### src/hw/msi_buf_pkg.sv
package msi_buf_pkg;

  localparam int lane_width        = 32;  // line bits held by one lane ram.
  localparam int lane_count        = 16;
  localparam int line_width        = 512;
  localparam int entry_count       = 32;
  localparam int entry_addr_width  = 5;
  localparam int count_width       = 6;   // counts 0 to 32 entries.
  localparam int almost_full_level = 24;

  typedef logic [line_width-1:0]       line_t;
  typedef logic [entry_addr_width-1:0] entry_addr_t;
  typedef logic [count_width-1:0]      entry_count_t;

  // bit 2k holds bank 0, bit 2k+1 holds bank 1.
  typedef logic [2*lane_width-1:0]     lane_word_t;

  typedef struct packed {
    entry_addr_t addr;
    logic        bank;
    line_t       data;
  } store_wr_t;

  typedef enum logic [0:0] {
    rx_idle,
    rx_ack   // in_ack high, waiting for in_req to drop.
  } rx_state_t;

  typedef enum logic [2:0] {
    tx_idle,
    tx_read,
    tx_load0,
    tx_send0,
    tx_wait0,
    tx_send1,
    tx_wait1
  } tx_state_t;

endpackage

### src/hw/msi_line_tx.sv
`timescale 1ns/1ps

module msi_line_tx (
  input  logic               clk,
  input  logic               arst_n,
  input  logic               entry_ready,
  output logic               rd_en,
  output logic               rd_bank,
  input  msi_buf_pkg::line_t rd_line,
  output logic               out_req,
  output msi_buf_pkg::line_t out_line,
  input  logic               out_ack
);
  import msi_buf_pkg::*;

  tx_state_t state;
  logic      load_line;

  // bank 1 is selected while the first handshake winds down.
  assign rd_bank   = (state == tx_wait0);
  assign load_line = (state == tx_load0) || ((state == tx_wait0) && !out_ack);

  always_ff @(posedge clk or negedge arst_n) begin
    if (!arst_n) begin
      state   <= tx_idle;
      rd_en   <= 1'b0;
      out_req <= 1'b0;
    end else begin
      rd_en <= 1'b0;
      case (state)
        tx_idle: begin
          if (entry_ready) begin
            rd_en <= 1'b1;
            state <= tx_read;
          end
        end
        tx_read: state <= tx_load0;  // store latches its read pointer.
        tx_load0: begin
          out_req <= 1'b1;
          state   <= tx_send0;
        end
        tx_send0: begin
          if (out_ack) begin
            out_req <= 1'b0;
            state   <= tx_wait0;
          end
        end
        tx_wait0: begin
          if (!out_ack) begin
            out_req <= 1'b1;
            state   <= tx_send1;
          end
        end
        tx_send1: begin
          if (out_ack) begin
            out_req <= 1'b0;
            state   <= tx_wait1;
          end
        end
        tx_wait1: begin
          if (!out_ack) begin
            state <= tx_idle;
          end
        end
        default: state <= tx_idle;
      endcase
    end
  end

  always_ff @(posedge clk) begin
    if (load_line) begin
      out_line <= rd_line;
    end
  end

  req_held: assert property (
    @(posedge clk) disable iff (!arst_n)
    (out_req && !out_ack) |=> out_req
  ) else $error("out_req dropped before out_ack");

endmodule

### config.mk
export PLATFORM = sky130hd
export DESIGN_NAME = msi_line_tx
export DESIGN_NICKNAME = d
export VERILOG_FILES = /design/src/hw/msi_buf_pkg.sv /design/src/hw/msi_line_tx.sv
export SDC_FILE = /design/constraint.sdc
export NUM_CORES = 1
export LEC_CHECK = 0
export ABC_CLOCK_PERIOD_IN_PS = 24500
export BUFFER_PORTS_ARGS = -buffer_cell sky130_fd_sc_hd__buf_2
export CORE_AREA = 2 2 404 406
export DETAILED_ROUTE_END_ITERATION = 10
export DIE_AREA = 0 0 406 408
export PLACE_DENSITY = 0.3
export SYNTH_ARGS = -nofsm -noshare
export SYNTH_HDL_FRONTEND = slang
export SYNTH_SLANG_ARGS = --single-unit
### constraint.sdc
create_clock -name clk -period 24.5 [get_ports clk]
set_input_delay 2.45 -clock clk [delete_from_list [all_inputs] [get_ports clk]]
set_output_delay 2.45 -clock clk [all_outputs]
set_load 0.05 [all_outputs]
# Yosys cells after proc, flatten, opt, wreduce, memory -nomap -nowiden
# Index checks and enable logic that the tools add are counted.
# Widths: inputs -> output; s select.
dict set report totals {
  n_memories 0
  regBits 517
  latchBits 0
  ramBits 0
  romBits 0
  output_inout_bits 515
  wordCells 35
}
dict set report classes {
  n_bitwise 0
  addsub 0
  order_cmp 0
  mux 11
  mul 0
  n_shift 0
  n_eq_ne 12
  n_div 0
  n_reduce_logical 8
}
# operator n
set ops {}
lappend ops {{$pmux 3 s7} 1}
lappend ops {{$mux 3} 5}
lappend ops {{$ne 2x2->1 const B} 5}
lappend ops {{$eq 3x3->1 const B} 3}
lappend ops {{$eq 3x2->1 const B} 2}
lappend ops {{$reduce_and 5->1} 1}
lappend ops {{$mux 1} 4}
lappend ops {{$eq 3x1->1 const B} 1}
lappend ops {{$logic_not 3->1} 1}
lappend ops {{$pmux 1 s3} 1}
lappend ops {{$reduce_and 3->1} 1}
lappend ops {{$reduce_bool 3->1} 1}
lappend ops {{$ne 2x1->1 const B} 1}
lappend ops {{$reduce_or 2->1} 1}
lappend ops {{$logic_and 1x1->1} 1}
lappend ops {{$logic_not 1->1} 1}
lappend ops {{$logic_or 1x1->1} 1}

# Logic depth before layout (Yosys ltp)
dict set report depth {
  depth_word 4
  depth_mapped 4
  ltp_nobuf 3
}

# Worst setup path after synthesis
# Ideal clock, no wire load.
dict set report synth_path {
  kind {input-to-reg}
  start {input out_ack}
  end {register out_line[0] (enable)}
  n_path_buf 0
  t_arrival_ns 27.146
  stages 3
  setup_slack_ns -4.204
  setup_ns 1.558
  required_ns 22.942
  cell_sequence {inv_1 nand3b_1 a21oi_1}
}
dict set report synth_via {
  elab_chain_cells 3
}
# item line_no
set synth_rtl {}
lappend synth_rtl {{start, declared} msi_line_tx.sv:12} ;# input logic out_ack
lappend synth_rtl {{$logic_not 1->1} n/a}
lappend synth_rtl {{$logic_and 1x1->1} msi_line_tx.sv:21} ;# assign load_line = (state == tx_load0) || ((state == tx_wait0) && !out_ack);
lappend synth_rtl {{$logic_or 1x1->1} msi_line_tx.sv:21}
lappend synth_rtl {{named net load_line} msi_line_tx.sv:17} ;# logic load_line;
lappend synth_rtl {{end signal, assigned} msi_line_tx.sv:72} ;# out_line <= rd_line;
lappend synth_rtl {{end, declared} msi_line_tx.sv:11} ;# output msi_buf_pkg::line_t out_line,
# The timed path passes the listed nets, and every way through them passes these cells.
# A chain may end at the register's enable or synchronous reset.

# Worst setup path after layout
dict set report layout_path {
  start {input out_ack}
  end {register out_line[500] (enable)}
}
# The elaborated chain is that of the path after synthesis.

==> impl_results.md <==
- Worst setup SP type: input port
- Largest net degree at the start of global routing: 86
- Die height: a little over 400 µm
- Via count: ~10,000
- CP cell instances: buf_2, inv_1, nand3b_1, a21oi_4, buf_4, buf_4, buf_4, buf_4, buf_4
- Fraction of layout cells with a size suffix above 1: approximately two thirds
- Tmin final: 6230 ps
- Mapped Avg Cell Area: between 20 and 30 µm²
- P_leak: between 10 and 15 nW
- CTS Root Cell: clkbuf_16
- Hold Crit Class: reg2reg
- Top cells by area, synth: edfxtp_1, dfrtp_1, o2bb2ai_1
- Synthesized area: 0.0157 mm²
- Clk slew on worst S/H paths: 50 ps
- Overflow after GRT: 0
- Nets: approximately 2,200
- Slew headroom: 25.0%
- Initial core utilization: about 9.7%
- Initial antenna violation count: 54
- Reg area: between 0.015 and 0.02 mm²
- Non-Filler Instances: between 3,000 and 4,000
- First-pass DRT Iterations: 4
- I/O pins: around 1,000
- Inserted Clock Buffers: 67
- Post-CTS Setup Bufs: 0
- Clock Path Buffers: 3
- CTS Hold Bufs: 0
- Most common cell after layout, fill and taps aside: buf_2
- Vias in the first global route: ~11,000
- Slew at the pin closest to its max-slew limit: 1130 ps
- Wire per inst: 20.1 µm
- CTS tree: yes
- Core ar.: between 0.15 and 0.2 mm²
- Outcome: complete, no violations
- GPL Wtd Cong: about 0.84
- Crit-path most repeated cell: buf_4
- Die Width: slightly above 400 µm
- Post_cts resized: 0
- Synth Register Bits: approximately 520
- Area used by multi-input combinational logic: 138 µm²
- Layout fillers: between 15,000 and 20,000
- Starting DRT DRC Count: ~660
- First-pass GRT wire length: roughly 100,000 µm
- Critical Path Max Stage Delay: 730 ps
- Top cell type's share of synthesized area: between 90% and 100%
- Max-cap violations: 0
- Final core occ: 15.9%
- Drc violations: 0
- Max Freq: 160 MHz
- Total Wirelength: 77,900 µm
- Layout Area Growth over Synthesis: 64.5%
- Area leader, netlist: edfxtp_1
- Crit Path Category: in2reg
- Final Cycle Share: between 20 and 30%
- Vias per cell: around 2.7
- Most frequent cells in the layout: buf_2, edfxtp_1, clkbuf_16, clkbuf_1
- Worst IR drop on VDD: 0.0000840 V
- Setup crit end kind: flip-flop
- Setup Skew: around 30 ps
- Seq/Total Area, Yosys: just under 100%
- Worst-skew pair later-pin latency: approximately 630 ps
- Total track usage: approximately 9%
- CP max-delay cell: buf_4
- Synth cell types: 17
- Clock H-tree levels: 3
- Final TNS setup: 0 ps
- Cell total after placement: between 3,000 and 4,000
- Post-Synthesis Cells: 540
- Final setup fails: 0
- Slew Limit Fails: 0
- Worst Path Arrival: ~6500 ps
- Worst EP required: roughly 25,000 ps
- CTS sink cnt: just over 500
- Crit path max fanout: 62
- Die ar.: 0.166 mm²
- Syn Nets: between 1,000 and 1,500
- HPWL after DPL: around 64,000 µm
- RSZ-0062 raised after global routing: no
- Row cnt: 148
- Pwr/cell area: approximately 160 mW/mm²
- Syn. warnings: 0
- Number of buffers added on ports: between 1,000 and 1,500
- Fin. Hold Viols: 0
- Post-DRT Antenna Nets: 0
[flip-flops by register name (all words and copies together), names as in the netlist]
register and cells:
out_line 512, rd_en 1, out_req 1, state 3
[path summary, 6_finish.rpt]
kind | start | end | slack [ps] | cells past startpoint
min | out_req | out_req | 600 | 1
min in group asynchronous | arst_n | state[0] | 1630 | 1
max reg2reg | state[1] | out_line[500] | 19710 | 7
max in group asynchronous | arst_n | out_req | 22740 | 1
max | out_ack | out_line[500] | 18270 | 9
min reg2reg | out_req | out_req | 600 | 1
[where the power goes]
part	switching, W	internal [W]	total (W)
clock network	0.000402	0.000570	0.000973
logic	0.00133	0.000218	0.00155
registers	0.000109	0.00138	0.00149
total	0.00184	0.00216	0.00401
[cell usage after synthesis]
cell       instances
buf_2              2
a21oi_1            3
or3b_1             1
nand3b_1           1
dfrtp_1            5
a221o_2            1
inv_1              1
a31oi_1            1
buf_6              1
nand2_1            2
nor3b_1            1
and2b_2            1
edfxtp_1         512
o21ai_0            3
nand2b_1           2
nor4b_1            1
o2bb2ai_1          2
[per-stage QoR]
stage	hold WS [ps]	cell area, µm²	setup slack (ps)	total power, W
detailed placement	591	23600	17550	0.00308
global placement	582	23600	17620	0.00308
floorplan	528	15700	7400	0.00281
finish	602	25700	18270	0.00401
CTS	617	25700	18270	0.00409
global route	650	25700	17970	0.00418
[per-layer routing]
| metal | GRT usage, % | wire length (µm) | vias to the layer above |
|---|---|---|---|
| li1 | - | - | 4445 |
| met1 | 9.17 | 27200 | 5187 |
| met2 | 15.3 | 38300 | 684 |
| met3 | 5.08 | 10000 | 143 |
| met4 | 3.27 | 2220 | 10 |
| met5 | 0 | 75 | - |
[layout make-up]
class	instances	share of cell area [%]
Antenna cell	8	0.0778
Clock inverter	41	1.62
Multi-Input combinational cell	19	0.535
Timing Repair Buffer	1039	20.3
Clock buffer	79	6.69
Tap cell	2175	10.6
Sequential cell	517	60.2
Inverter	1	0.0146
[critical path, delay by kind of cell]
family          cells  cell delay [ps]
simple gates        1              150
compound gates      1              210
buf+inv             7             3400
[kinds of logic after synthesis]
group                  synth area share [%]
and+or+nand+nor                       0.392
AOI/OAI and AO/OA                     0.416
buffers and inverters                 0.160
DFF                                    99.0
No activity file was read; power rests on OpenSTA's default activity.
