===== src/hw/msi_buf_pkg.sv =====
package msi_buf_pkg;

  localparam int lane_width        = 32;  // line bits held by one lane ram.
  localparam int lane_count        = 16;
  localparam int line_width        = 512;
  localparam int entry_count       = 32;
  localparam int entry_addr_width  = 5;
  localparam int count_width       = 6;   // counts 0 to 32 entries.
  localparam int almost_full_level = 24;

  typedef logic [line_width-1:0]       line_t;
  typedef logic [entry_addr_width-1:0] entry_addr_t;
  typedef logic [count_width-1:0]      entry_count_t;

  // bit 2k holds bank 0, bit 2k+1 holds bank 1.
  typedef logic [2*lane_width-1:0]     lane_word_t;

  typedef struct packed {
    entry_addr_t addr;
    logic        bank;
    line_t       data;
  } store_wr_t;

  typedef enum logic [0:0] {
    rx_idle,
    rx_ack   // in_ack high, waiting for in_req to drop.
  } rx_state_t;

  typedef enum logic [2:0] {
    tx_idle,
    tx_read,
    tx_load0,
    tx_send0,
    tx_wait0,
    tx_send1,
    tx_wait1
  } tx_state_t;

endpackage


===== src/hw/msi_line_rx.sv =====
`timescale 1ns/1ps

module msi_line_rx (
  input  logic                   clk,
  input  logic                   arst_n,
  input  logic                   in_req,
  input  msi_buf_pkg::line_t     in_line,
  output logic                   in_ack,
  input  logic                   almost_full,
  output msi_buf_pkg::store_wr_t wr,
  output logic                   wr_en
);
  import msi_buf_pkg::*;

  rx_state_t   state;
  logic        bank;
  entry_addr_t wr_ptr;
  logic        accept;

  // new request is taken only below the almost-full level.
  assign accept = (state == rx_idle) && in_req && !almost_full;

  always_ff @(posedge clk or negedge arst_n) begin
    if (!arst_n) begin
      state  <= rx_idle;
      in_ack <= 1'b0;
      wr_en  <= 1'b0;
      bank   <= 1'b0;
      wr_ptr <= '0;
    end else begin
      wr_en <= accept;  // one-cycle strobe.
      case (state)
        rx_idle: begin
          if (accept) begin
            in_ack <= 1'b1;
            bank   <= ~bank;
            if (bank) begin
              wr_ptr <= wr_ptr + 1'b1;  // bank 1 closes the entry.
            end
            state  <= rx_ack;
          end
        end
        rx_ack: begin
          if (!in_req) begin
            in_ack <= 1'b0;
            state  <= rx_idle;
          end
        end
        default: state <= rx_idle;
      endcase
    end
  end

  always_ff @(posedge clk) begin
    if (accept) begin
      wr <= '{addr: wr_ptr, bank: bank, data: in_line};
    end
  end

  in_line_stable: assert property (
    @(posedge clk) disable iff (!arst_n)
    (in_req && !in_ack) ##1 (in_req && !in_ack) |-> $stable(in_line)
  ) else $error("in_line changed while waiting for in_ack");

endmodule


===== config.mk =====
export PLATFORM = sky130hd
export DESIGN_NAME = msi_line_rx
export DESIGN_NICKNAME = d
export VERILOG_FILES = /design/src/hw/msi_buf_pkg.sv /design/src/hw/msi_line_rx.sv
export SDC_FILE = /design/constraint.sdc
export NUM_CORES = 1
export LEC_CHECK = 0
export BUFFER_PORTS_ARGS = -buffer_cell sky130_fd_sc_hd__clkbuf_2
export CAP_MARGIN = 20
export CORE_AREA = 2 2 408 410
export DETAILED_ROUTE_END_ITERATION = 7
export DIE_AREA = 0 0 410 412
export HOLD_SLACK_MARGIN = 0.03
export PLACE_DENSITY = 0.31
export RECOVER_POWER = 50
export SKIP_CTS_REPAIR_TIMING = 1
export SYNTH_ARGS = -nofsm -noshare
export SYNTH_HDL_FRONTEND = slang
export SYNTH_SLANG_ARGS = --single-unit
export TNS_END_PERCENT = 5

===== constraint.sdc =====
create_clock -name clk -period 43.1 [get_ports clk]
set_input_delay 8.62 -clock clk [delete_from_list [all_inputs] [get_ports clk]]
set_output_delay 8.62 -clock clk [all_outputs]
set_load 0.01 [all_outputs]

Word-level counts from Yosys, hierarchy flattened. Cells that the tools add are included.

Register bits after elaboration: 527. Logic and storage cells: 25. Input port bits: 516. Output and inout port bits: 520.

Bitwise gates (word level): 2. $add $sub $neg: 1. Mux-type cells: 6. Eq/ne operators: 2. Reduce and logical (&&, ||, !) cells: 6.

Operators with widths (number): $add 5x1->5 const B (1); $mux 1 (4); $ne 2x2->1 const B (2); $pmux 1 s2 (2); $reduce_and 2->1 (2); $reduce_and 3->1 (1); $logic_and 1x1->1 (2); $not 1->1 (2); $logic_not 1->1 (1).

Depth between registers and ports, before layout.
Depth after elaboration: 5. Gate-level depth with buffers: 3. Depth with buffers taken out: 3.

Worst setup path before layout. Ideal clock, no wire load.

Kind: in2reg. Start: input almost_full. End: register wr_en. Cell stages on the path: 1. Setup slack: -6500 ps. Data arrival time: 45713 ps. Library setup time: 3887 ps. Required time: 39213 ps. Buffers on the path: 0. Cells stage by stage: nor3b_1.

Word-level cells in the longest chain between the ends: 2.

Ends and longest elaborated chain: start: declaration (RTL line msi_line_rx.sv:9) `input logic almost_full,`; $logic_not 1->1 (RTL line msi_line_rx.sv:21) `assign accept = (state == rx_idle) && in_req && !almost_full;`; $logic_and 1x1->1 (RTL line msi_line_rx.sv:21); end signal: assignment (RTL line msi_line_rx.sv:31) `wr_en <= accept;`; end: declaration (RTL line msi_line_rx.sv:11) `output logic wr_en`.

No other way between the ends. A chain may end at the register's enable or synchronous reset.

Final worst setup path.
Start: input almost_full. End: register wr[144] (netlist name), enable pin.

Word-level cells in the longest chain between the ends: 2.

Ends and longest elaborated chain: $logic_not 1->1 (RTL line msi_line_rx.sv:21); $logic_and 1x1->1 (RTL line msi_line_rx.sv:21); named net accept (RTL line msi_line_rx.sv:18) `logic accept;`; end signal: assignment (RTL line msi_line_rx.sv:56) `wr <= '{addr: wr_ptr, bank: bank, data: in_line};`; end: declaration (RTL line msi_line_rx.sv:10) `output msi_buf_pkg::store_wr_t wr,`.

The timed path passes the listed nets, and every way through them passes these cells.

==> flow_metrics.env <==
export IMPL_synthesis_nets=1060
export IMPL_r2r_slack_ns=36.28
export IMPL_io_pin_count=1036
export IMPL_die_h_um=412
export IMPL_placement_rows=149
export IMPL_status="finished with violations"
export IMPL_crit_chain="clkbuf_1 -> nor3b_1 -> clkbuf_1 -> buf_4 -> buf_4 -> buf_4 -> buf_4"
export IMPL_worstPathArrival_ns=14.74
export IMPL_yosys_top_cells_count="edfxtp_1 (518), dfrtp_1 (9), xnor2_1 (3)"
export IMPL_tns_ns=0
export IMPL_fillCellCount=18300
export IMPL_antenna_found_initial=48
export IMPL_regToRegStartpoint="state"
export IMPL_violations="capacitance limit, slew limit"
export IMPL_p_leak_nw=9.44
export IMPL_synth_area_mm2=0.0159
export IMPL_clk_pin_slew_ns=0.06
export IMPL_post_route_drc_count=0
export IMPL_holdWs_ns=0.564
export IMPL_netlist_instances=543
export IMPL_r2r_cells=6
export IMPL_synth_most_common_cell="edfxtp_1"
export IMPL_routed_wl_mm=78.9
export IMPL_coreArea_mm2=0.164
export IMPL_critPathSlowestCell="clkbuf_1"
export IMPL_initial_core_util_pct=9.69
export IMPL_cts_made_buffers=70
export IMPL_syn2layout_area_growth_pct=61.8
export IMPL_dp_cells=3774
export IMPL_vias_per_cell=2.70
export IMPL_cts_root_buf="clkbuf_16"
export IMPL_cts_tree="done"
export IMPL_seqCellArea_mm2=0.0158
export IMPL_hold_path_depth=0
export IMPL_synth_cell_types=14
export IMPL_setup_viol=0
export IMPL_grt_pass1_vias=11200
export IMPL_htree_levels=3
export IMPL_synth_edf_count=518
export IMPL_grt_start_max_net_pins=146
export IMPL_portBuffers=1035
export IMPL_cp_max_fo=79
export IMPL_fin_cells=3906
export IMPL_synthTopCellsByArea="edfxtp_1 (98%), dfrtp_1 (1.4%), xnor2_1 (0.17%)"
export IMPL_drtIter0Drc=696
export IMPL_skew_ns=0.0162
export IMPL_cp_required_ns=43.36
export IMPL_die_w_um=410
export IMPL_r2r_end="wr[144]"
export IMPL_vias=10500
export IMPL_synth_top_cell_area_share_pct=97.7
export IMPL_drtPass1Iterations=5
export IMPL_ant_nets=0
export IMPL_multi_input_area_um2=128
export IMPL_place_ws_ns=29.64
export IMPL_ys_async_sr_fraction_pct=1.71
export IMPL_crit_top_cell="buf_4"
export IMPL_hold_class="register to register"
export IMPL_synth_main_ff_cell="edfxtp_1"
export IMPL_insertion_delay_ns=0.65
export IMPL_crit_path_end_kind="register"
export IMPL_timing_final_max_slew_violations=55
export IMPL_rsz0062_at_grt="no"
export IMPL_clk_path_buf_depth=3
export IMPL_grt_ovfl_total=0
export IMPL_dp_hpwl_mm=64.7
export IMPL_track_usage_pct=8.88
export IMPL_period_needed_ns=14.48
export IMPL_worstSetupPathType="primary input to register"
export IMPL_yosysWarnings=0
export IMPL_synth_ff_latch_count=527
export IMPL_drive_gt1_share_pct=48.2
export IMPL_dieArea_mm2=0.169
export IMPL_slowest_delay_ns=2.17
export IMPL_postLayoutSetupSlackWorst_ns=28.62
export IMPL_maxCapViolations=1
export IMPL_fin_nets=2174
export IMPL_relSlewSlack_pct=-102
export IMPL_place_congestion=0.902
export IMPL_ir_drop_mv=0.0293
export IMPL_fmax_mhz=69.1
export IMPL_finalHoldViolations=0
export IMPL_hp_start="wr_ptr[1]"
export IMPL_cts_sinks=527
export IMPL_power_density_mw_per_mm2=48.5
export IMPL_ys_seq_area_share_pct=99.2
export IMPL_post_drt_wl_per_cell_um=20.2
export IMPL_fin_crit_sh_pct=33.6
export IMPL_yosys_area_top_type="edfxtp_1"
export IMPL_grt_pass1_wl_mm=100
export IMPL_hold_end="wr[514]"
export IMPL_cp_start_kind="primary input"
export IMPL_syn_area_per_cell_um2=29.3
export IMPL_worst_pin_slew_ns=3.03
-- logic make-up (layout without fill, tap and decap cells) --
family | after synthesis | after routing | synth area share [%]
AO/OA/AOI/OAI | 3 | 3 | 0.149
XOR/XNOR | 5 | 5 | 0.275
AND/OR/NAND/NOR | 5 | 5 | 0.252
buffers and inverters | 1 | 1168 | 0.0236
multiplexers | 1 | 1 | 0.0707
adder cells (fa/ha/maj) | 1 | 1 | 0.0786
other | 0 | 7 | 0
flip-flops | 527 | 527 | 99.2
-- cells in the final DEF (no fill, tap or decap), drive strengths merged --
cell type	n
a21boi	1
a22o	1
and4bb	1
buf	6
bufinv	7
clkbuf	1121
clkinv	26
clkinvlp	4
dfrtp	9
diode	7
edfxtp	518
ha	1
inv	4
mux2	1
nand2	1
nand4	2
nor3b	1
o21bai	1
xnor2	3
xor2	2
-- final cells by class --
class                      instances  area share (%)
antenna                            7          0.0680
clock buffer                      85            7.10
clock inverter                    40            1.56
inverter                           1          0.0146
multi-input combinational         15           0.496
sequential                       527            61.3
tap                             2189            10.6
timing repair buffer            1042            18.8
-- registers in the layout, indices dropped and copies added (netlist names) --
| signal | count |
|---|---|
| bank | 1 |
| in_ack | 1 |
| state | 1 |
| wr | 518 |
| wr_en | 1 |
| wr_ptr | 5 |
-- routing by layer --
metal / routed length, um / up-vias / GRT usage (%)
met5: 301 / - / 0
met4: 1900 / 48 / 2.74
met3: 8770 / 138 / 4.55
met2: 39900 / 629 / 15.2
met1: 28000 / 5244 / 9.42
li1: - / 4468 / -
-- worst max-delay path by stage --
stage	cells past startpoint	slack, ns	to	startpoint
floorplan	1	12.85	wr_en	almost_full
global route	7	28.02	wr[253]	almost_full
detailed placement	7	29.64	wr[285]	in_req
global placement	7	29.86	wr[144]	almost_full
CTS	7	30.39	wr[144]	in_req
finish	7	28.62	wr[144]	almost_full
-- critical path, delay by kind of cell --
kind          cells  cell delay, ns
simple gates      1            0.22
buf+inv           6            5.58
-- through the flow --
step / instance area, um^2 / power, mW / utilization (%)
after floorplan: 15900 / 0.641 / -
after global placement: 23900 / 0.690 / 14.6
after detailed placement: 23900 / 0.690 / 14.6
after CTS: 26100 / 1.28 / 15.9
after global routing: 25700 / 1.30 / 15.7
final: 25800 / 1.25 / 15.7
-- power breakdown --
part / internal [mW] / total, mW / switching (mW)
Sequential: 0.590 / 0.602 / 0.0113
Clock: 0.344 / 0.575 / 0.231
Combinational: 0.0268 / 0.0713 / 0.0445
Total: 0.961 / 1.25 / 0.287
(Power assumes the default switching activity.)
